$ cat config.mk
export PLATFORM = sky130hd
export DESIGN_NAME = icache_line_fill_flat
export DESIGN_NICKNAME = d
export VERILOG_FILES = /design/src/rtl/icache_pkg.sv /design/src/rtl/icache_fill_if.sv /design/src/rtl/icache_line_fill.sv /design/src/flat_wrapper.sv
export VERILOG_INCLUDE_DIRS = /design/src /design/src/rtl
export SDC_FILE = /design/constraint.sdc
export NUM_CORES = 1
export LEC_CHECK = 0
export BUFFER_PORTS_ARGS = -buffer_cell sky130_fd_sc_hd__buf_2
export CORE_UTILIZATION = 40
export CTS_CLUSTER_SIZE = 25
export DETAILED_ROUTE_END_ITERATION = 12
export PLACE_DENSITY_LB_ADDON = 0.2
export SLEW_MARGIN = 0
export SYNTH_ARGS = -nofsm -noshare
export SYNTH_HDL_FRONTEND = slang
export SYNTH_SLANG_ARGS = --single-unit
$ cat constraint.sdc
create_clock -name clk -period 3.8 [get_ports clk]
set_input_delay 0.76 -clock clk [delete_from_list [all_inputs] [get_ports clk]]
set_output_delay 0.76 -clock clk [all_outputs]
set_load 0.02 [all_outputs]
$ cat src/rtl/icache_defs.svh
`ifndef ICACHE_DEFS_SVH
`define ICACHE_DEFS_SVH

// address split into tag, index and byte offset
`define ICACHE_TAG_WIDTH      20
`define ICACHE_INDEX_WIDTH    8
`define ICACHE_OFFSET_WIDTH   4

// 16-byte lines of 32-bit words
`define ICACHE_WORDS_PER_LINE 4
`define ICACHE_LINE_WIDTH     128

// associativity
`define ICACHE_WAYS           2

// memory read types
`define ICACHE_RD_TYPE_WORD   3'b010
`define ICACHE_RD_TYPE_LINE   3'b100

`endif

$ cat src/rtl/icache_pkg.sv
`include "icache_defs.svh"

package icache_pkg;

    // address fields
    typedef logic [`ICACHE_TAG_WIDTH-1:0]   tag_t;
    typedef logic [`ICACHE_INDEX_WIDTH-1:0] index_t;
    typedef logic [$clog2(`ICACHE_WORDS_PER_LINE)-1:0] word_sel_t;

    // payload
    typedef logic [`ICACHE_LINE_WIDTH/`ICACHE_WORDS_PER_LINE-1:0] word_t;
    typedef logic [`ICACHE_LINE_WIDTH-1:0] line_t;

    typedef logic [$clog2(`ICACHE_WAYS)-1:0] way_t;
    typedef logic [2:0] rd_type_t;

    // main control FSM
    typedef enum logic [1:0] {
        IDLE,
        LOOKUP,
        FILL,
        RESP
    } ctrl_state_t;

endpackage

$ cat src/rtl/icache_fill_if.sv
`timescale 1ns/100ps

interface icache_fill_if;

    // one-cycle kick from the control stage
    logic              start;
    logic              uncached;
    logic [31:0]       addr;

    // completion pulse with returned data
    logic              done;
    icache_pkg::line_t line;
    icache_pkg::word_t word;

    modport ctrl (
        output start, uncached, addr,
        input  done, line, word
    );

    modport fill (
        input  start, uncached, addr,
        output done, line, word
    );

endinterface

$ cat src/rtl/icache_line_fill.sv
`timescale 1ns/100ps
`include "icache_defs.svh"

module icache_line_fill (
    input  logic                 clk,
    input  logic                 resetn,
    output logic                 mem_rd_req,
    output icache_pkg::rd_type_t mem_rd_type,
    output logic [31:0]          mem_rd_addr,
    input  logic                 mem_rd_rdy,
    input  logic                 mem_ret_valid,
    input  logic                 mem_ret_last,
    input  icache_pkg::word_t    mem_ret_data,
    icache_fill_if.fill          fl
);
    import icache_pkg::*;

    logic        busy;
    logic        unc_q;
    logic [31:0] addr_q;
    word_sel_t   beat;
    line_t       line_buf;
    word_t       word_q;
    logic        done_q;
    logic        beat_take;

    assign beat_take = busy && mem_ret_valid;

    // line fills go out aligned, uncached reads use the exact address
    assign mem_rd_type = unc_q ? `ICACHE_RD_TYPE_WORD : `ICACHE_RD_TYPE_LINE;
    assign mem_rd_addr = unc_q ? addr_q
                               : {addr_q[31:`ICACHE_OFFSET_WIDTH], {`ICACHE_OFFSET_WIDTH{1'b0}}};

    always_ff @(posedge clk) begin
        if (!resetn) begin
            mem_rd_req <= 1'b0;
            busy       <= 1'b0;
            unc_q      <= 1'b0;
            beat       <= '0;
            done_q     <= 1'b0;
        end else begin
            done_q <= beat_take && mem_ret_last;
            if (fl.start) begin
                mem_rd_req <= 1'b1;
                busy       <= 1'b1;
                unc_q      <= fl.uncached;
                beat       <= '0;
            end else begin
                // request drops in the cycle after ready is seen
                if (mem_rd_req && mem_rd_rdy) begin
                    mem_rd_req <= 1'b0;
                end
                if (beat_take) begin
                    beat <= beat + 1'b1;
                    if (mem_ret_last) begin
                        busy <= 1'b0;
                    end
                end
            end
        end
    end

    // beats arrive in order from word 0
    always_ff @(posedge clk) begin
        if (fl.start) begin
            addr_q <= fl.addr;
        end
        if (beat_take) begin
            if (unc_q) begin
                word_q <= mem_ret_data;
            end else begin
                line_buf[beat*$bits(word_t) +: $bits(word_t)] <= mem_ret_data;
            end
        end
    end

    assign fl.done = done_q;
    assign fl.line = line_buf;
    assign fl.word = word_q;

endmodule

$ cat src/flat_wrapper.sv
// flat-port wrapper written by rule: the top's interface ports become plain ports
module icache_line_fill_flat import icache_pkg::*;
  (clk, resetn, mem_rd_req, mem_rd_type, mem_rd_addr, mem_rd_rdy, mem_ret_valid, mem_ret_last, mem_ret_data, fl_start, fl_uncached, fl_addr, fl_done, fl_line, fl_word);
  icache_fill_if fl_i ();
  input  logic clk;
  input  logic resetn;
  output logic mem_rd_req;
  output icache_pkg::rd_type_t mem_rd_type;
  output logic [31:0] mem_rd_addr;
  input  logic mem_rd_rdy;
  input  logic mem_ret_valid;
  input  logic mem_ret_last;
  input  icache_pkg::word_t mem_ret_data;
  input wire logic [$bits(fl_i.start)-1:0] fl_start;
  input wire logic [$bits(fl_i.uncached)-1:0] fl_uncached;
  input wire logic [$bits(fl_i.addr)-1:0] fl_addr;
  output wire logic [$bits(fl_i.done)-1:0] fl_done;
  output wire logic [$bits(fl_i.line)-1:0] fl_line;
  output wire logic [$bits(fl_i.word)-1:0] fl_word;
  assign fl_i.start = fl_start;
  assign fl_i.uncached = fl_uncached;
  assign fl_i.addr = fl_addr;
  assign fl_done = fl_i.done;
  assign fl_line = fl_i.line;
  assign fl_word = fl_i.word;
  icache_line_fill u_core (.clk(clk), .resetn(resetn), .mem_rd_req(mem_rd_req), .mem_rd_type(mem_rd_type), .mem_rd_addr(mem_rd_addr), .mem_rd_rdy(mem_rd_rdy), .mem_ret_valid(mem_ret_valid), .mem_ret_last(mem_ret_last), .mem_ret_data(mem_ret_data), .fl(fl_i));
endmodule
==> run metrics, run 1 <==
HP Class in2reg; Worst Hold End u_core.addr_q[15]; die height 137 um; crit path max-delay cell type and3b_1; H-Tree Depth 4; largest net degree at the start of global routing 37; Hold Crit Start fl_addr[15]; drc violations 0; Mapped Nets 489; CP endpoint kind register; WHS 504 ps; flip-flop and latch count after synthesis 198; Max Clk Rate 420 MHz; DRT Pass-1 Iters 4; number of fill cells in the layout 1571; final core occ 51.7%; Fin. Hold Viols 0; Crit Path Class reg2reg; die width 137 um; Tightest Pin Transition 1080 ps; postcts setup bufs 0; Setup Skew 9.87 ps; Port Buffers 266; total power 4.36 mW; DR vias 4117; crit start category register; library cells used by synthesis 29; total congestion overflow 0; register area share after synthesis 80.5%; hold path depth 1; DRT antenna net count 0; Worst-path clk slew 70 ps; worst endpoint required time 4090 ps; CP Cell Sequence inv_1, ha_1, and3b_1, and2_1; commonest non-fill, non-tap cell in the layout buf_2; post-synthesis cell count 413; fin cells 907; worst setup margin 1420 ps; synth warn 0; post-CTS sizing 0; clk buf depth 2; leakage 3.34 nW; Critical path origin u_core.beat[0]; initial antenna violation count 0; unrepaired setup endpoints after global routing false; Post-CTS Hold Buffers 0; r2r startpoint u_core.beat[0]; final instance area 9290 um^2; TNS Setup 0 ps; syn avg cell area 17.7 um^2; Iter 0 DRT Violations 212; layout cell share with drive strength beyond 1 47.3%; Area Growth Syn to Fin 27.1%; end of the worst register-to-register path u_core.fl.line[48]; Worst EP arrival 2670 ps; Final min period 2380 ps; placer congestion estimate 0.760; Max-Cap Viols 0; I/O Pins 268; vias per cell 4.54; commonest non-fill, non-tap cells in the layout buf_2 (266), edfxtp_1 (192), and2_1 (120); Global Route Usage Sum 17.9%; worst skew pair latency 430 ps; crit path max fanout 28; Worst VDD drop 302 uV; Max Slew Vio Count 0; Mapped Area 7310 um^2; Cells after DPL 875; CTS tree yes; dpl ws 1320 ps; total routed wirelength 16400 um; Slew HR 27.9%; Die ar. 18800 um^2; DP Area 8740 um^2; Initial Utilization 40.7%; slowest stage delay, CP 830 ps; WL/cell 18.1 um; first-pass GRT wire length 23900 um; worst reg-to-reg path cell count 4; Rows 49; power per standard cell area 469 nW/um^2; Core Footprint 18000 um^2; Worst R2R Setup Slack 1420 ps; status finished clean; post-DP HPWL 11300 um; Root Buffer clkbuf_16; Setup-failing EPs final 0; Final Cycle Share 62.7%; ANT cells 0; Layout Nets 741; clock sinks 198; total CTS buffers 17; vias in the first global route 4112
## kinds of logic after synthesis
family	Yosys count	synth area share [%]
fa+ha+maj	5	0.856
buf+inv	45	4.21
flops	198	80.5
other cells	1	0.0513
simple gates	156	13.5
mux	1	0.137
compound gates	7	0.719
## how the worst max path moves through the flow
stage,end,slack (ps),cells after the start
after detailed placement,u_core.fl.word[24],1320,3
after floorplan,u_core.fl.line[0],4,4
final,u_core.fl.line[48],1420,4
after global routing,u_core.fl.line[57],1160,4
after global placement,u_core.fl.word[22],1380,3
after CTS,u_core.fl.line[48],1370,4
## Yosys cell counts (all sizes together)
cell	n	area share [%]
dfxtp	6	1.6
a21boi	1	0.10
nor4b	1	0.33
ha	5	0.86
nor2b	2	0.17
or3b	4	0.48
clkbuf	6	0.36
and3b	1	0.12
nand2b	2	0.17
nand3b	1	0.10
mux2i	1	0.14
inv	3	0.15
and2	120	10
nand3	1	0.068
a21oi	2	0.14
nor3b	5	0.67
nand2	3	0.15
o21a	2	0.21
nor2	14	0.72
conb	1	0.051
buf	36	3.7
and4bb	1	0.17
a21bo	2	0.27
or2b	1	0.10
edfxtp	192	79
## state kept, by name, summed over array words and instances (netlist names)
name and count:
u_core.addr_q 32, u_core.beat 2, u_core.busy 1, u_core.fl.done 1, u_core.fl.line 128, u_core.mem_rd_req 1, u_core.unc_q 1, u_core.fl.word 32
## per-layer routing
metal,up-vias,wire length [um],global-route usage (%),part of all wire [%]
li1,1939,-,-,-
met1,2021,6820,22.2,42
met2,137,8430,30.4,51
met3,20,882,4.38,5.4
met4,0,270,6.23,1.6
met5,-,0,0,0
## layout make-up
class	instances	area (um^2)	share of cell area (%)
clock buffer	17	425	4.58
clock inverter	15	126	1.36
inverter	3	11.3	0.121
multi-input combinational	170	1140	12.3
sequential	198	5890	63.3
tap	229	287	3.08
timing repair buffer	275	1410	15.2
## critical path: cells and delay by family (launching register included)
kind | cells | cell delay (ps)
flops | 1 | 560
buf+inv | 1 | 150
simple gates | 2 | 1070
fa+ha+maj | 1 | 460
## power breakdown
| group | internal, mW | switching (mW) |
|---|---|---|
| Sequential | 2.44 | 0.0156 |
| Clock | 0.856 | 0.822 |
| Combinational | 0.0810 | 0.148 |
| Total | 3.37 | 0.985 |
Power figures use the tool's default switching activity.
==> run 2: changes to the inputs <==
==> constraint.sdc (replaced) <==
create_clock -name clk -period 2.2 [get_ports clk]
set_input_delay 0.44 -clock clk [delete_from_list [all_inputs] [get_ports clk]]
set_output_delay 0.44 -clock clk [all_outputs]
set_load 0.02 [all_outputs]
==> run metrics, run 2 (synthesis gave the netlist of run 1 again) <==
final instance area 9350 um^2; post-DP HPWL 11700 um; worst setup margin 218 ps; DRT antenna net count 0; clock sinks 198; slowest stage delay, CP 790 ps; worst skew pair latency 430 ps; placer congestion estimate 0.715; multi-input logic area 1170 um^2; CP Cell Sequence inv_1, ha_1, and4bb_2, and2_1; Setup Skew 12.2 ps; Max Slew Vio Count 0; clk buf depth 2; unrepaired setup endpoints after global routing false; worst endpoint required time 2490 ps; Slew HR 53.9%; power per standard cell area 793 nW/um^2; first-pass GRT wire length 24300 um; commonest non-fill, non-tap cell in the layout buf_2; crit path max-delay cell type and4bb_2; vias per cell 4.62; Post-CTS Hold Buffers 0; vias in the first global route 4133; Final Cycle Share 90.1%; CTS tree yes; ANT cells 0; DP Area 8840 um^2; Setup-failing EPs final 0; DR vias 4223; layout cell share with drive strength beyond 1 47.4%; Worst-path clk slew 70 ps; largest net degree at the start of global routing 33; number of fill cells in the layout 1535; Initial Utilization 40.7%; initial antenna violation count 0; HP Class in2reg; final core occ 52.1%; WL/cell 18.5 um; Iter 0 DRT Violations 249; Layout Nets 749; total routed wirelength 16900 um; crit start category register; dpl ws 119 ps; DRT Pass-1 Iters 4; Fin. Hold Viols 0; die height 137 um; Port Buffers 266; Core Footprint 18000 um^2; total congestion overflow 0; Global Route Usage Sum 18.2%; Worst EP arrival 2270 ps; WHS 187 ps; die width 137 um; Max-Cap Viols 0; Final min period 1980 ps; TNS Setup 0 ps; register area 5890 um^2; status finished clean; Tightest Pin Transition 691 ps; commonest non-fill, non-tap cells in the layout buf_2 (266), edfxtp_1 (192), and2_1 (120); Max Clk Rate 505 MHz; Area Growth Syn to Fin 27.9%; crit path max fanout 32; total CTS buffers 17; Rows 49; CP endpoint kind register; number of flip-flops in the largest register 128; drc violations 0; Crit Path Class reg2reg; H-Tree Depth 4; Worst VDD drop 505 uV; Root Buffer clkbuf_16; Die ar. 18800 um^2; I/O Pins 268; leakage 3.36 nW
[run 2: cell types whose count changed in the layout (fill, tap and decap cells not counted), moves of 2 or more]
cell / change
clkbuf_1: +2
buf_4: +7
clkinv_2: -2
clkinv_1: +2
inv_8: -2
inv_6: -2
clkinvlp_4: +2
nor3b_4: +4
nor3b_2: -4
[run 2: worst paths after layout]
kind             startpoint            endpoint  slack [ps]  depth (start not counted)
max          u_core.beat[1]  u_core.fl.line[11]         220                          4
min              fl_addr[7]    u_core.addr_q[7]         190                          1
min reg2reg     u_core.busy      u_core.beat[1]         550                          2
max reg2reg  u_core.beat[1]  u_core.fl.line[11]         220                          4
[run 2: repair_timing]
item,CTS,global route
endpoints found under the setup margin,0,28
setup buffers,0,0
gates resized for setup,0,1
hold endpoints to repair,0,0
[run 2: report_power, final]
group / switching (mW) / internal [mW]
clock: 1.34 / 1.44
combinational: 0.262 / 0.147
sequential: 0.0279 / 4.21
total: 1.63 / 5.79
[run 2: layer usage]
layer / part of all wire [%] / track usage, % / vias up
met5: 0 / 0 / -
met4: 1.7 / 6.41 / 0
met3: 5.6 / 4.30 / 17
met2: 52 / 30.1 / 164
met1: 41 / 23.3 / 2090
li1: - / - / 1952
[run 2: worst max-delay path, delay by kind of cell, from the launching register on]
family | cells | cell delay [ps]
buffers and inverters | 1 | 100
and+or+nand+nor | 2 | 1010
DFF | 1 | 370
adders and majority gates | 1 | 360
[run 2: cell type report]
class	instances	area share, %
multi-input cells	170	12.5
clock inverters	12	0.883
inverters	3	0.120
well taps	229	3.06
clock buffers	19	4.63
flip-flops and latches	198	62.9
repair buffers	283	15.9
[run 2: metrics by stage]
stage          std cells  power (mW)
2_1_floorplan        413        4.57
3_3_place_gp         883        4.72
3_5_place_dp         883        4.73
4_1_cts              914        7.48
5_1_grt              914        7.66
6_report             914        7.42
==> run 3: changes to the inputs <==
==> constraint.sdc (replaced) <==
create_clock -name clk -period 2 [get_ports clk]
set_input_delay 0.4 -clock clk [delete_from_list [all_inputs] [get_ports clk]]
set_output_delay 0.4 -clock clk [all_outputs]
set_load 0.02 [all_outputs]
==> run metrics, run 3 (synthesis gave the netlist of run 1 again) <==
worst skew pair latency 430 ps; Setup-failing EPs final 0; Cells after DPL 884; Final min period 1850 ps; Seq pwr share 56.0%; status finished clean; CP endpoint kind register; Root Buffer clkbuf_16; ANT cells 0; P_sw 1.80 mW; Comb pwr share 5.4%; die height 137 um; crit start category register; fin cells 916; Global Route Usage Sum 17.1%; DRT antenna net count 0; total power 8.32 mW; Max Clk Rate 539 MHz; total CTS buffers 17; first-pass GRT wire length 22900 um; leakage 3.40 nW; Max Slew Vio Count 0; switching share of power 21.6%; I/O Pins 268; DP Area 8910 um^2; Core Footprint 18000 um^2; placer congestion estimate 0.756; Worst-path clk slew 70 ps; Worst VDD drop 588 uV; Final Cycle Share 92.7%; dpl ws 107 ps; commonest non-fill, non-tap cells in the layout buf_2 (266), edfxtp_1 (192), and2_1 (120); worst endpoint required time 2290 ps; Fin. Hold Viols 0; slowest stage delay, CP 690 ps; vias in the first global route 4095; final instance area 9470 um^2; H-Tree Depth 4; CP Cell Sequence inv_1, ha_4, and4bb_2, and2_1; crit path max fanout 32; commonest non-fill, non-tap cell in the layout buf_2; Initial Utilization 40.7%; Crit Path Class reg2reg; Slew HR 60.4%; WHS 154 ps; Worst EP arrival 2140 ps; Rows 49; final core occ 52.7%; power per standard cell area 879 nW/um^2; WL/cell 17.6 um; CTS tree yes; total routed wirelength 16200 um; TNS Setup 0 ps; postcts setup bufs 0; die width 137 um; Tightest Pin Transition 594 ps; crit path max-delay cell type and4bb_2; Layout Nets 750; Die ar. 18800 um^2; post-DP HPWL 11600 um; layout cell share with drive strength beyond 1 48.0%; drc violations 0; DRT Pass-1 Iters 6; Worst R2R Setup Slack 150 ps; total congestion overflow 0; initial antenna violation count 0; post-CTS sizing 0; Iter 0 DRT Violations 240; clk buf depth 2; largest net degree at the start of global routing 37; number of flip-flops in the largest register 128; Port Buffers 266; Area Growth Syn to Fin 29.5%; vias per cell 4.59; cell internal pwr 6.52 mW; Max-Cap Viols 0; DR vias 4206; clock share of power 38.6%; Setup Skew 11.9 ps; Post-CTS Hold Buffers 0; worst setup margin 146 ps; unrepaired setup endpoints after global routing false; clock sinks 198; HP Class in2reg
[run 3: cell types whose count changed in the layout (fill, tap and decap cells not counted), sizes merged]
| cell | change |
|---|---|
| clkinv | -3 |
| clkinvlp | +1 |
| inv | +3 |
| bufinv | +1 |
| buf | +1 |
| clkbuf | -1 |
[run 3: path summary, 6_finish.rpt]
| check | startpoint | endpoint | cells past startpoint |
|---|---|---|---|
| max | u_core.beat[1] | u_core.fl.line[2] | 4 |
| min | fl_addr[23] | u_core.addr_q[23] | 1 |
| max reg2reg | u_core.beat[1] | u_core.fl.line[2] | 4 |
| min reg2reg | u_core.busy | u_core.beat[1] | 2 |
[run 3: routing by layer]
layer  vias up  track usage, %  wire (um)
met1      2057            20.9       6600
met3        22            4.45       1010
met4         0            7.26        303
met2       170            28.5       8240
met5         -               0          0
li1       1957               -          -
[run 3: critical path: cells and delay by family (launching register included)]
kind	cells	cell delay, ps
flip-flops	1	380
buffers and inverters	1	120
AND/OR/NAND/NOR	2	910
adder cells (fa/ha/maj)	1	290
[run 3: power groups by stage]
stage / combinational, mW / sequential, mW / clock [mW]
6_report: 0.450 / 4.66 / 3.21
3_5_place_dp: 0.459 / 4.75 / 0
3_3_place_gp: 0.448 / 4.75 / 0
4_1_cts: 0.459 / 4.66 / 3.29
5_1_grt: 0.483 / 4.66 / 3.45
2_1_floorplan: 0.234 / 4.79 / 0
[run 3: area by class of cell]
| type | count | area, um^2 |
|---|---|---|
| clock buffer | 18 | 429 |
| clock inverter | 14 | 126 |
| fill | 1558 | 8500 |
| inverter | 3 | 13.8 |
| multi-input combinational | 170 | 1180 |
| sequential | 198 | 5890 |
| tap | 229 | 287 |
| timing repair buffer | 284 | 1540 |
