$ cat src/rtl/icache_defs.svh
`ifndef ICACHE_DEFS_SVH
`define ICACHE_DEFS_SVH

// address split into tag, index and byte offset
`define ICACHE_TAG_WIDTH      20
`define ICACHE_INDEX_WIDTH    8
`define ICACHE_OFFSET_WIDTH   4

// 16-byte lines of 32-bit words
`define ICACHE_WORDS_PER_LINE 4
`define ICACHE_LINE_WIDTH     128

// associativity
`define ICACHE_WAYS           2

// memory read types
`define ICACHE_RD_TYPE_WORD   3'b010
`define ICACHE_RD_TYPE_LINE   3'b100

`endif

$ cat src/rtl/icache_pkg.sv
`include "icache_defs.svh"

package icache_pkg;

    // address fields
    typedef logic [`ICACHE_TAG_WIDTH-1:0]   tag_t;
    typedef logic [`ICACHE_INDEX_WIDTH-1:0] index_t;
    typedef logic [$clog2(`ICACHE_WORDS_PER_LINE)-1:0] word_sel_t;

    // payload
    typedef logic [`ICACHE_LINE_WIDTH/`ICACHE_WORDS_PER_LINE-1:0] word_t;
    typedef logic [`ICACHE_LINE_WIDTH-1:0] line_t;

    typedef logic [$clog2(`ICACHE_WAYS)-1:0] way_t;
    typedef logic [2:0] rd_type_t;

    // main control FSM
    typedef enum logic [1:0] {
        IDLE,
        LOOKUP,
        FILL,
        RESP
    } ctrl_state_t;

endpackage

$ cat src/rtl/icache_fill_if.sv
`timescale 1ns/100ps

interface icache_fill_if;

    // one-cycle kick from the control stage
    logic              start;
    logic              uncached;
    logic [31:0]       addr;

    // completion pulse with returned data
    logic              done;
    icache_pkg::line_t line;
    icache_pkg::word_t word;

    modport ctrl (
        output start, uncached, addr,
        input  done, line, word
    );

    modport fill (
        input  start, uncached, addr,
        output done, line, word
    );

endinterface

$ cat src/rtl/icache_lookup_if.sv
`timescale 1ns/100ps

interface icache_lookup_if;

    // index selects the set for both read and write
    icache_pkg::index_t index;
    icache_pkg::tag_t   tag;
    logic               rd_en;

    // line write into one way
    logic               wr_en;
    icache_pkg::way_t   wr_way;
    icache_pkg::line_t  wr_line;

    // lookup result one cycle after rd_en
    logic               hit;
    icache_pkg::line_t  hit_line;
    logic               valid_out;

    modport ctrl (
        output index, tag, rd_en,
        output wr_en, wr_way, wr_line,
        input  hit, hit_line, valid_out
    );

    modport ways (
        input  index, tag, rd_en,
        input  wr_en, wr_way, wr_line,
        output hit, hit_line, valid_out
    );

endinterface

$ cat src/rtl/icache_ctrl.sv
`timescale 1ns/100ps
`include "icache_defs.svh"

module icache_ctrl (
    input  logic              clk,
    input  logic              resetn,
    input  logic              req_valid,
    output logic              req_ready,
    input  logic [31:0]       req_addr,
    input  logic              req_uncached,
    output logic              resp_valid,
    input  logic              resp_ready,
    output icache_pkg::word_t resp_data,
    icache_lookup_if.ctrl     lk,
    icache_fill_if.ctrl       fl
);
    import icache_pkg::*;

    localparam int TAG_LSB = `ICACHE_OFFSET_WIDTH + `ICACHE_INDEX_WIDTH;

    ctrl_state_t state;
    logic [31:0] addr_q;
    logic        uncached_q;
    way_t        rr_ptr;
    word_t       resp_data_q;
    word_sel_t   word_sel;
    logic        take_req;
    logic        lookup_hit;
    logic        need_fill;
    logic        fill_write;

    function automatic word_t word_of(line_t l, word_sel_t s);
        return l[s*$bits(word_t) +: $bits(word_t)];
    endfunction

    assign req_ready  = (state == IDLE);
    assign take_req   = req_valid && req_ready;
    assign word_sel   = addr_q[2 +: $bits(word_sel_t)];

    // uncached requests never take the hit path
    assign lookup_hit = (state == LOOKUP) && lk.valid_out && lk.hit && !uncached_q;
    assign need_fill  = (state == LOOKUP) && lk.valid_out && !(lk.hit && !uncached_q);
    assign fill_write = (state == FILL) && fl.done && !uncached_q;

    // index comes straight from the request while idle, so the read starts at acceptance
    assign lk.index   = (state == IDLE) ? req_addr[`ICACHE_OFFSET_WIDTH +: `ICACHE_INDEX_WIDTH]
                                        : addr_q[`ICACHE_OFFSET_WIDTH +: `ICACHE_INDEX_WIDTH];
    assign lk.tag     = addr_q[TAG_LSB +: `ICACHE_TAG_WIDTH];
    assign lk.rd_en   = take_req;
    assign lk.wr_en   = fill_write;
    assign lk.wr_way  = rr_ptr;
    assign lk.wr_line = fl.line;

    assign fl.start    = need_fill;
    assign fl.uncached = uncached_q;
    assign fl.addr     = addr_q;

    always_ff @(posedge clk) begin
        if (take_req) begin
            addr_q <= req_addr;
        end
        // response word is captured once and held through RESP
        if (lookup_hit) begin
            resp_data_q <= word_of(lk.hit_line, word_sel);
        end else if ((state == FILL) && fl.done) begin
            resp_data_q <= uncached_q ? fl.word : word_of(fl.line, word_sel);
        end
    end

    always_ff @(posedge clk) begin
        if (!resetn) begin
            state      <= IDLE;
            uncached_q <= 1'b0;
            rr_ptr     <= '0;
        end else begin
            if (take_req) begin
                uncached_q <= req_uncached;
            end
            // round-robin victim advances per cached fill
            if (fill_write) begin
                rr_ptr <= rr_ptr + 1'b1;
            end
            case (state)
                IDLE: begin
                    if (take_req) begin
                        state <= LOOKUP;
                    end
                end
                LOOKUP: begin
                    if (lookup_hit) begin
                        state <= RESP;
                    end else if (need_fill) begin
                        state <= FILL;
                    end
                end
                FILL: begin
                    if (fl.done) begin
                        state <= RESP;
                    end
                end
                RESP: begin
                    if (resp_ready) begin
                        state <= IDLE;
                    end
                end
                default: state <= IDLE;
            endcase
        end
    end

    assign resp_valid = (state == RESP);
    assign resp_data  = resp_data_q;

endmodule

$ cat src/flat_wrapper.sv
// flat-port wrapper written by rule: the top's interface ports become plain ports
module icache_ctrl_flat import icache_pkg::*;
  (clk, resetn, req_valid, req_ready, req_addr, req_uncached, resp_valid, resp_ready, resp_data, lk_index, lk_tag, lk_rd_en, lk_wr_en, lk_wr_way, lk_wr_line, lk_hit, lk_hit_line, lk_valid_out, fl_start, fl_uncached, fl_addr, fl_done, fl_line, fl_word);
  icache_lookup_if lk_i ();
  icache_fill_if fl_i ();
  input  logic clk;
  input  logic resetn;
  input  logic req_valid;
  output logic req_ready;
  input  logic [31:0] req_addr;
  input  logic req_uncached;
  output logic resp_valid;
  input  logic resp_ready;
  output icache_pkg::word_t resp_data;
  output wire logic [$bits(lk_i.index)-1:0] lk_index;
  output wire logic [$bits(lk_i.tag)-1:0] lk_tag;
  output wire logic [$bits(lk_i.rd_en)-1:0] lk_rd_en;
  output wire logic [$bits(lk_i.wr_en)-1:0] lk_wr_en;
  output wire logic [$bits(lk_i.wr_way)-1:0] lk_wr_way;
  output wire logic [$bits(lk_i.wr_line)-1:0] lk_wr_line;
  input wire logic [$bits(lk_i.hit)-1:0] lk_hit;
  input wire logic [$bits(lk_i.hit_line)-1:0] lk_hit_line;
  input wire logic [$bits(lk_i.valid_out)-1:0] lk_valid_out;
  output wire logic [$bits(fl_i.start)-1:0] fl_start;
  output wire logic [$bits(fl_i.uncached)-1:0] fl_uncached;
  output wire logic [$bits(fl_i.addr)-1:0] fl_addr;
  input wire logic [$bits(fl_i.done)-1:0] fl_done;
  input wire logic [$bits(fl_i.line)-1:0] fl_line;
  input wire logic [$bits(fl_i.word)-1:0] fl_word;
  assign lk_index = lk_i.index;
  assign lk_tag = lk_i.tag;
  assign lk_rd_en = lk_i.rd_en;
  assign lk_wr_en = lk_i.wr_en;
  assign lk_wr_way = lk_i.wr_way;
  assign lk_wr_line = lk_i.wr_line;
  assign lk_i.hit = lk_hit;
  assign lk_i.hit_line = lk_hit_line;
  assign lk_i.valid_out = lk_valid_out;
  assign fl_start = fl_i.start;
  assign fl_uncached = fl_i.uncached;
  assign fl_addr = fl_i.addr;
  assign fl_i.done = fl_done;
  assign fl_i.line = fl_line;
  assign fl_i.word = fl_word;
  icache_ctrl u_core (.clk(clk), .resetn(resetn), .req_valid(req_valid), .req_ready(req_ready), .req_addr(req_addr), .req_uncached(req_uncached), .resp_valid(resp_valid), .resp_ready(resp_ready), .resp_data(resp_data), .lk(lk_i), .fl(fl_i));
endmodule
$ cat config.mk
export PLATFORM = sky130hd
export DESIGN_NAME = icache_ctrl_flat
export DESIGN_NICKNAME = d
export VERILOG_FILES = /design/src/rtl/icache_pkg.sv /design/src/rtl/icache_fill_if.sv /design/src/rtl/icache_lookup_if.sv /design/src/rtl/icache_ctrl.sv /design/src/flat_wrapper.sv
export VERILOG_INCLUDE_DIRS = /design/src /design/src/rtl
export SDC_FILE = /design/constraint.sdc
export NUM_CORES = 1
export LEC_CHECK = 0
export BUFFER_PORTS_ARGS = -buffer_cell sky130_fd_sc_hd__buf_2
export CORE_AREA = 2 2 215 217
export DETAILED_ROUTE_END_ITERATION = 10
export DIE_AREA = 0 0 217 219
export GPL_ROUTABILITY_DRIVEN = 0
export MAX_ROUTING_LAYER = met4
export SYNTH_ARGS = -nofsm -noshare
export SYNTH_HDL_FRONTEND = slang
export SYNTH_SLANG_ARGS = --single-unit
export TNS_END_PERCENT = 5
$ cat constraint.sdc
create_clock -name clk -period 2.1 [get_ports clk]
set_clock_uncertainty 0.05 [all_clocks]
set_input_delay 0.42 -clock clk [delete_from_list [all_inputs] [get_ports clk]]
set_output_delay 0.42 -clock clk [all_outputs]
set_load 0.01 [all_outputs]
==> results_dict.tcl, run 1 <==
set metrics [dict create \
    grt_max_degree 44 \
    setup_tns_ps 0 \
    area_growth_syn_to_layout_pct 46.3 \
    dp_hpwl_mm 22.9 \
    hold_violations 0 \
    grt_util_all_layers_pct 11.1 \
    fin_util_pct 19.7 \
    hold_path_class "in2reg" \
    dr.pass1.iters 4 \
    clk_latency_ps 370 \
    cts_hold_buf 0 \
    rsz0062_at_grt "false" \
    power.leakage_nw 4.20 \
    fmax_ghz 0.493 \
    dp.cells 1509 \
    cts.sinks 68 \
    cp-start-kind "register" \
    cts_tree "done" \
    synth_cell_types 26 \
    worstMarginPinSlew_ps 491 \
    ys_ff_latch 68 \
    vias 5825 \
    finalNonFillerCells 1533 \
    synth_nets 847 \
    port_buffers 554 \
    fin_area_sq_um 8890 \
    p_total_mw 7.37 \
    worstPathArrival_ps 1560 \
    synthAdderAreaFrac_pct 1.03 \
    postSynthAreaPerCell_sq_um 11.8 \
    antenna_found_initial 6 \
    design.portCount 555 \
    clkTransAtPathRegs_ps 70 \
    muxShareOfSynthArea_pct 26.9 \
    period_share_pct 96.6 \
    path_max_fanout 5 \
    gr-total-overflow 0 \
    p_per_area_nw_per_um2 829 \
    yosysWarningCount 0 \
    drive_gt1_share_pct 76.5 \
    clockBufferDepth 2 \
    start_util_pct 13.5 \
    fp.dieArea_sq_um 47500 \
    numCtsBuffers 9 \
    syn_area_sq_um 6070 \
    vias_per_cell 3.80 \
    synth_top_family_by_area "multiplexers" \
    h-tree-depth 3 \
    rows 78 \
    synth_compound_area_share_pct 10.9 \
    die_y_microns 219 \
    status "completed" \
    final-setup-viol-count 0 \
    grt_pass1_vias 5792 \
    drt_iter0_markers 271 \
    placed_area_sq_um 8560 \
    fp.dieW_microns 217 \
    final_nets 1255 \
    ant_nets 0 \
    worstSetupPathType "reg2out" \
    grt_first_pass_wirelength_mm 36.2 \
    peakVddDrop_uv 552 \
    cp_data_required_time_ps 1630 \
    synthCells 514 \
    synth_xor_area_share_pct 0.144 \
    fp.coreArea_sq_um 45100 \
    synthSimpleGateAreaFrac_pct 5.46 \
    drv_cap 0 \
    maxSlewHeadroom_pct 67.2 \
    avgRoutedWirePerCell_microns 17.8 \
    ys_seq_area_share_pct 33.0 \
    end_kind "output port" \
    report.final.slew_viol_count 0 \
    wl_mm 27.3 \
    cts_root_buf "clkbuf_16" \
    drcViolationCount 0 \
    min_period_ps 2030 \
]
## report_power, final
part / total [mW] / switching, mW / internal, mW
clock network: 1.53 / 0.692 / 0.834
logic: 3.77 / 1.97 / 1.80
registers: 2.08 / 0.153 / 1.93
total: 7.37 / 2.81 / 4.55
## logic make-up after synthesis
family | count (synthesis)
XOR/XNOR | 1
flip-flops | 68
AO/OA/AOI/OAI | 67
AND/OR/NAND/NOR | 82
adder cells (fa/ha/maj) | 5
multiplexers | 106
buffers and inverters | 185
## routing by layer
| layer | global-route usage [%] | share of wire [%] | vias to the layer above |
|---|---|---|---|
| met5 | - | 0 | - |
| met4 | 5.55 | 4.2 | 0 |
| met3 | 3.17 | 8.5 | 46 |
| met2 | 19.5 | 51 | 403 |
| met1 | 11.4 | 37 | 2801 |
| li1 | - | - | 2575 |
## flip-flops by register name (all words and copies together), names as in the netlist
name	count
u_core.fl.uncached	1
u_core.fl.addr	32
u_core.lk.wr_way	1
u_core.resp_data	32
u_core.state	2
## per-stage QoR
step / setup WS [ps] / hold slack (ps)
after floorplan: -94.5 / 433
after global placement: 212 / 450
after detailed placement: 183 / 462
after CTS: 11.8 / 128
after global routing: 0.0697 / 128
final: 72.4 / 168
## cell type report
cell class	count	area (sq um)
fill	4929	36200
timing repair buffer	578	3080
multi-input combinational	261	2730
sequential	68	2010
tap	600	751
clock buffer	11	243
clock inverter	5	36.3
inverter	4	17.5
antenna	6	15.0
## cell usage in the layout (no fill, tap or decap), types with 3 or more instances in the layout
cell,netlist,final
mux2i_1,34,34
buf_12,0,10
a221oi_2,32,32
mux2_4,32,32
nand2b_1,4,3
a21oi_1,33,33
mux4_2,32,32
buf_2,15,554
nand2_1,4,3
mux2_2,8,8
ha_1,5,4
clkinvlp_4,0,3
diode_2,0,6
nor2_1,69,69
clkbuf_16,0,9
edfxtp_1,64,64
buf_4,154,13
## final timing paths
| path | depth (start not counted) | slack [ps] | from | end |
|---|---|---|---|---|
| min reg2reg | 2 | 470 | u_core.state[0] | u_core.state[0] |
| min | 1 | 170 | req_addr[27] | u_core.fl.addr[27] |
| max reg2reg | 5 | 150 | u_core.fl.addr[3] | u_core.resp_data[31] |
| max | 5 | 70 | u_core.state[1] | lk_index[5] |
## repair_timing
action | CTS | global route
resized for setup | 5 | 4
endpoints found under the setup margin | 8 | 8
cloned | 0 | 1
buffers inserted | 1 | 0
## cells in the mapped netlist, drive strengths merged
master,n,area (sq um)
a21oi,33,165
a221oi,32,480
and2,1,6.26
buf,179,1350
clkbuf,2,7.51
dfxtp,4,80.1
edfxtp,64,1920
ha,5,62.6
inv,4,15.0
mux2,40,571
mux2i,34,340
mux4,32,721
nand2,4,15.0
nand2b,4,25.0
nand3,1,5.00
nor2,70,265
nor2b,2,15.0
o2111ai,1,8.76
o32ai,1,8.76
xnor2,1,8.76
## worst max-delay path, cell delays in order (launching register included)
cell and delay [ps]:
dfxtp_2 340, inv_2 90, ha_4 140, buf_6 130, mux2_2 350, buf_2 140
Note: power is estimated with default switching activity, not from simulation.
==> run 2: changes to the inputs <==
- CORE_AREA: 2 2 215 217 -> 2 2 219 221
- DIE_AREA: 0 0 217 219 -> 0 0 221 223
- clock period: 2.1 -> 2.2 ns (I/O delays scaled with it)
==> run 2 against run 1 <==
Routed wire length rose by 2.2%. First-iteration DRC count rose by 9.6%. Non-clock buffer count fell by 6. Sequential share of layout area barely moved. Cell area fell by 0.27%. Die area rose by 3.7%. Clock power rose by 3%. Combinational power fell by 6.6%. Register-to-register slack improved by 60 ps.
==> results_dict.tcl, run 2 (same netlist as run 1, synthesis figures left out) <==
set metrics [dict create \
    status "completed" \
    fp.coreArea_sq_um 47100 \
    reg2reg_slack_ps 210 \
    design.portCount 555 \
    final_common_cell "buf_2" \
    gr-total-overflow 0 \
    grt_pass1_vias 5819 \
    hold_violations 0 \
    min_period_ps 2120 \
    grt_first_pass_wirelength_mm 38.3 \
    final_nets 1249 \
    dp_hpwl_mm 23.8 \
    avgRoutedWirePerCell_microns 18.0 \
    drt_iter0_markers 297 \
    period_share_pct 96.4 \
    start_util_pct 12.9 \
    worstSetupPathType "reg2out" \
    cp-start-kind "register" \
    clkTransAtPathRegs_ps 70 \
    drv_cap 0 \
    fmax_ghz 0.472 \
    layout_common_cells "554 x buf_2, 69 x nor2_1, 64 x edfxtp_1" \
    dp.cells 1520 \
    area_growth_syn_to_layout_pct 45.9 \
    cpPeakStageDelay_ps 360 \
    crit_path_top_delay_cell "mux2_2" \
    fp.dieW_microns 221 \
    dp_slack_ps -90.6 \
    power.leakage_nw 4.18 \
    finalNonFillerCells 1549 \
    cts_tree "done" \
    port_buffers 554 \
    report.final.slew_viol_count 0 \
    cts_hold_buf 0 \
    cts_resized 2 \
    worstPathArrival_ps 1630 \
    hold_path_class "in2reg" \
    grt_max_degree 45 \
    rsz0062_at_grt "false" \
    fin_area_sq_um 8860 \
    p_total_mw 7.06 \
    peakVddDrop_uv 551 \
    dr.pass1.iters 4 \
    setup_tns_ps 0 \
    final-setup-viol-count 0 \
    h-tree-depth 3 \
    numCtsBuffers 9 \
    cts_root_buf "clkbuf_16" \
    fin_util_pct 18.8 \
    antenna_found_initial 14 \
    worstMarginPinSlew_ps 1090 \
    drive_gt1_share_pct 76.0 \
    rows 80 \
    fp.dieArea_sq_um 49300 \
    die_y_microns 223 \
    placed_area_sq_um 8520 \
    wl_mm 27.9 \
    vias_per_cell 3.67 \
    clk_latency_ps 370 \
    vias 5684 \
    crit_chain "inv_1 -> ha_4 -> mux2_2 -> buf_2" \
    setup_ws_ps 79.3 \
    clockBufferDepth 2 \
    maxSlewHeadroom_pct 27.1 \
    end_kind "output port" \
    cp_data_required_time_ps 1710 \
    cts_setup_buffers 0 \
    path_max_fanout 11 \
    grt_util_all_layers_pct 11.3 \
    drcViolationCount 0 \
    p_per_area_nw_per_um2 797 \
    holdWs_ps 190 \
    cts.sinks 68 \
    ant_nets 0 \
]
[run 2: cell count changes in the layout (fill, tap and decap cells not counted), sizes merged]
cell	delta
diode	+7
buf	-6
clkinv	+3
clkinvlp	-3
clkbuf	-2
bufinv	+1
inv	+1
[run 2: worst paths after layout]
check	startpoint	endpoint	cells after the start
min reg2reg	u_core.lk.wr_way	u_core.lk.wr_way	2
min	req_addr[30]	u_core.fl.addr[30]	1
max	u_core.state[0]	lk_index[3]	4
max reg2reg	u_core.fl.addr[2]	u_core.resp_data[28]	4
[run 2: routing by layer]
metal / up-vias / GRT usage [%] / wire, microns
met5: - / - / 0
met2: 376 / 18.8 / 13900
met4: 0 / 5.93 / 1070
li1: 2573 / - / -
met1: 2694 / 11.9 / 10600
met3: 41 / 3.75 / 2440
[run 2: area by class of cell]
cell class | count | area, sq um
Tap cell | 615 | 769
Sequential cell | 68 | 2000
Antenna cell | 13 | 32.5
Multi-Input combinational cell | 261 | 2730
Inverter | 4 | 15.0
Fill cell | 5195 | 38300
Clock buffer | 9 | 225
Clock inverter | 7 | 75.1
Timing Repair Buffer | 572 | 3010
[run 2: power breakdown]
part           internal, mW  total [mW]  leakage, nW  switching [mW]
Clock                 0.886        1.57        0.150           0.684
Sequential             1.83        1.97        0.631           0.136
Combinational          1.65        3.52         3.40            1.87
[run 2: critical path, delay by kind of cell, from the launching register on]
| kind | cells | cell delay [ps] |
|---|---|---|
| DFF | 1 | 340 |
| buffers and inverters | 2 | 310 |
| muxes | 1 | 360 |
| adders and majority gates | 1 | 250 |
==> run 3: changes to the inputs <==
==> constraint.sdc (replaced) <==
create_clock -name clk -period 2.2 [get_ports clk]
set_clock_uncertainty 0.05 [all_clocks]
set_input_delay 0.33 -clock clk [delete_from_list [all_inputs] [get_ports clk]]
set_output_delay 0.33 -clock clk [all_outputs]
set_load 0.01 [all_outputs]
==> run 3 against run 2 <==
Highest routed layer unchanged. Via count up 1.5%. Critical path depth unchanged. Largest cell class unchanged. Routed wire length up 2.2%. Sequential cell count unchanged. Cell area up 0.14%.
==> results_dict.tcl, run 3 (same netlist as run 1, synthesis figures left out) <==
set metrics [dict create \
    status "completed" \
    drt_iter0_markers 231 \
    power_frac_comb_pct 49.7 \
    vias_per_cell 3.73 \
    cts_hold_buf 0 \
    port_buffers 554 \
    clk_latency_ps 360 \
    ant_nets 0 \
    p_sw_mw 2.64 \
    worstMarginPinSlew_ps 794 \
    min_path_cells 1 \
    fill_cells 5213 \
    worstPathArrival_ps 1690 \
    rsz0062_at_grt "false" \
    report.final.slew_viol_count 0 \
    maxSlewHeadroom_pct 47.0 \
    hold_path_class "in2reg" \
    swShare_pct 37.3 \
    setup_ws_ps 131 \
    min_period_ps 2070 \
    period_share_pct 94.1 \
    p_int_mw 4.45 \
    wl_mm 28.6 \
    p_clk_share_pct 22.6 \
    avgRoutedWirePerCell_microns 18.5 \
    pwr-share-seq_pct 27.8 \
    path_max_fanout 11 \
    cts_resized 3 \
    cp-start-kind "register" \
    cts_tree "done" \
    end_kind "output port" \
    area_growth_syn_to_layout_pct 46.1 \
    cts.sinks 68 \
    cp_data_required_time_ps 1820 \
    fmax_ghz 0.483 \
    worstSetupPathType "reg2out" \
    h-tree-depth 3 \
    drv_cap 0 \
    drive_gt1_share_pct 75.8 \
    dp_hpwl_mm 23.7 \
    clkTransAtPathRegs_ps 60 \
    rows 80 \
    fp.dieArea_sq_um 49300 \
    peakVddDrop_uv 483 \
    layout_common_cells "554 x buf_2, 69 x nor2_1, 64 x edfxtp_1" \
    grt_util_all_layers_pct 11.6 \
    final_common_cell "buf_2" \
    fp.coreArea_sq_um 47100 \
    hold_violations 0 \
    design.portCount 555 \
    die_y_microns 223 \
    cts_root_buf "clkbuf_16" \
    drcViolationCount 0 \
    final-setup-viol-count 0 \
    numCtsBuffers 9 \
    setup_tns_ps 0 \
    start_util_pct 12.9 \
    reg2reg_depth 5 \
    grt_pass1_vias 5890 \
    p_per_area_nw_per_um2 799 \
    gr-total-overflow 0 \
    grt_first_pass_wirelength_mm 39.3 \
    clockBufferDepth 2 \
    p_total_mw 7.09 \
    vias 5769 \
    antenna_found_initial 12 \
    dr.pass1.iters 5 \
    power.leakage_nw 4.19 \
    grt_max_degree 42 \
    cts_setup_buffers 0 \
    final_nets 1252 \
    dp_slack_ps -98.0 \
    fp.dieW_microns 221 \
]
-- run 3: cell count changes in the layout (fill, tap and decap cells not counted), moves of 2 or more --
cell	previous run	this run
buf_4	10	12
clkinv_1	0	2
clkinv_4	2	0
diode_2	13	9
inv_6	2	0
-- run 3: worst paths after layout --
| check | startpoint | endpoint | slack (ps) |
|---|---|---|---|
| worst max register to register | u_core.fl.addr[2] | u_core.resp_data[11] | 220 |
| worst min register to register | u_core.lk.wr_way | u_core.lk.wr_way | 470 |
| worst max-delay path | u_core.state[0] | lk_index[6] | 130 |
| worst min-delay path | req_addr[14] | u_core.fl.addr[14] | 90 |
-- run 3: power by group through the flow --
stage | sequential [mW] | clock [mW] | combinational [mW]
2_1_floorplan | 2.09 | 0 | 2.23
3_3_place_gp | 1.99 | 0 | 3.49
3_5_place_dp | 2.00 | 0 | 3.53
4_1_cts | 1.98 | 1.70 | 3.59
5_1_grt | 2.00 | 1.73 | 3.81
6_report | 1.97 | 1.60 | 3.52
-- run 3: per-stage QoR --
step	utilization, %	std cells	instance area, sq um	hold WS [ps]
final	18.8	1547	8870	94.0
after global routing	18.8	1547	8870	66.1
after CTS	18.8	1538	8850	55.3
after floorplan	-	514	6070	379
after detailed placement	18.1	1522	8530	459
after global placement	18.1	1522	8530	446
-- run 3: layer usage --
layer  global-route usage (%)  part of all wire, %  vias to the layer above
li1                         -                    -                     2573
met1                     12.4                   38                     2774
met2                     19.8                   50                      387
met3                     3.04                  8.6                       35
met4                     6.06                  3.8                        0
met5                        -                    0                        -
-- run 3: cell type report --
| cell class | count | area, sq um | share of cell area (%) |
|---|---|---|---|
| clock buffers | 9 | 225 | 2.54 |
| inverters | 4 | 15.0 | 0.169 |
| repair buffers | 574 | 3020 | 34.1 |
| well taps | 615 | 769 | 8.67 |
| clock inverters | 6 | 80.1 | 0.902 |
| multi-input cells | 262 | 2740 | 30.8 |
| diodes | 9 | 22.5 | 0.254 |
| flip-flops and latches | 68 | 2000 | 22.6 |
-- run 3: worst max-delay path, stage by stage, from the launching register on --
cell and delay [ps]:
dfxtp_1 340, inv_1 130, ha_2 360, mux2_2 370, buf_2 140
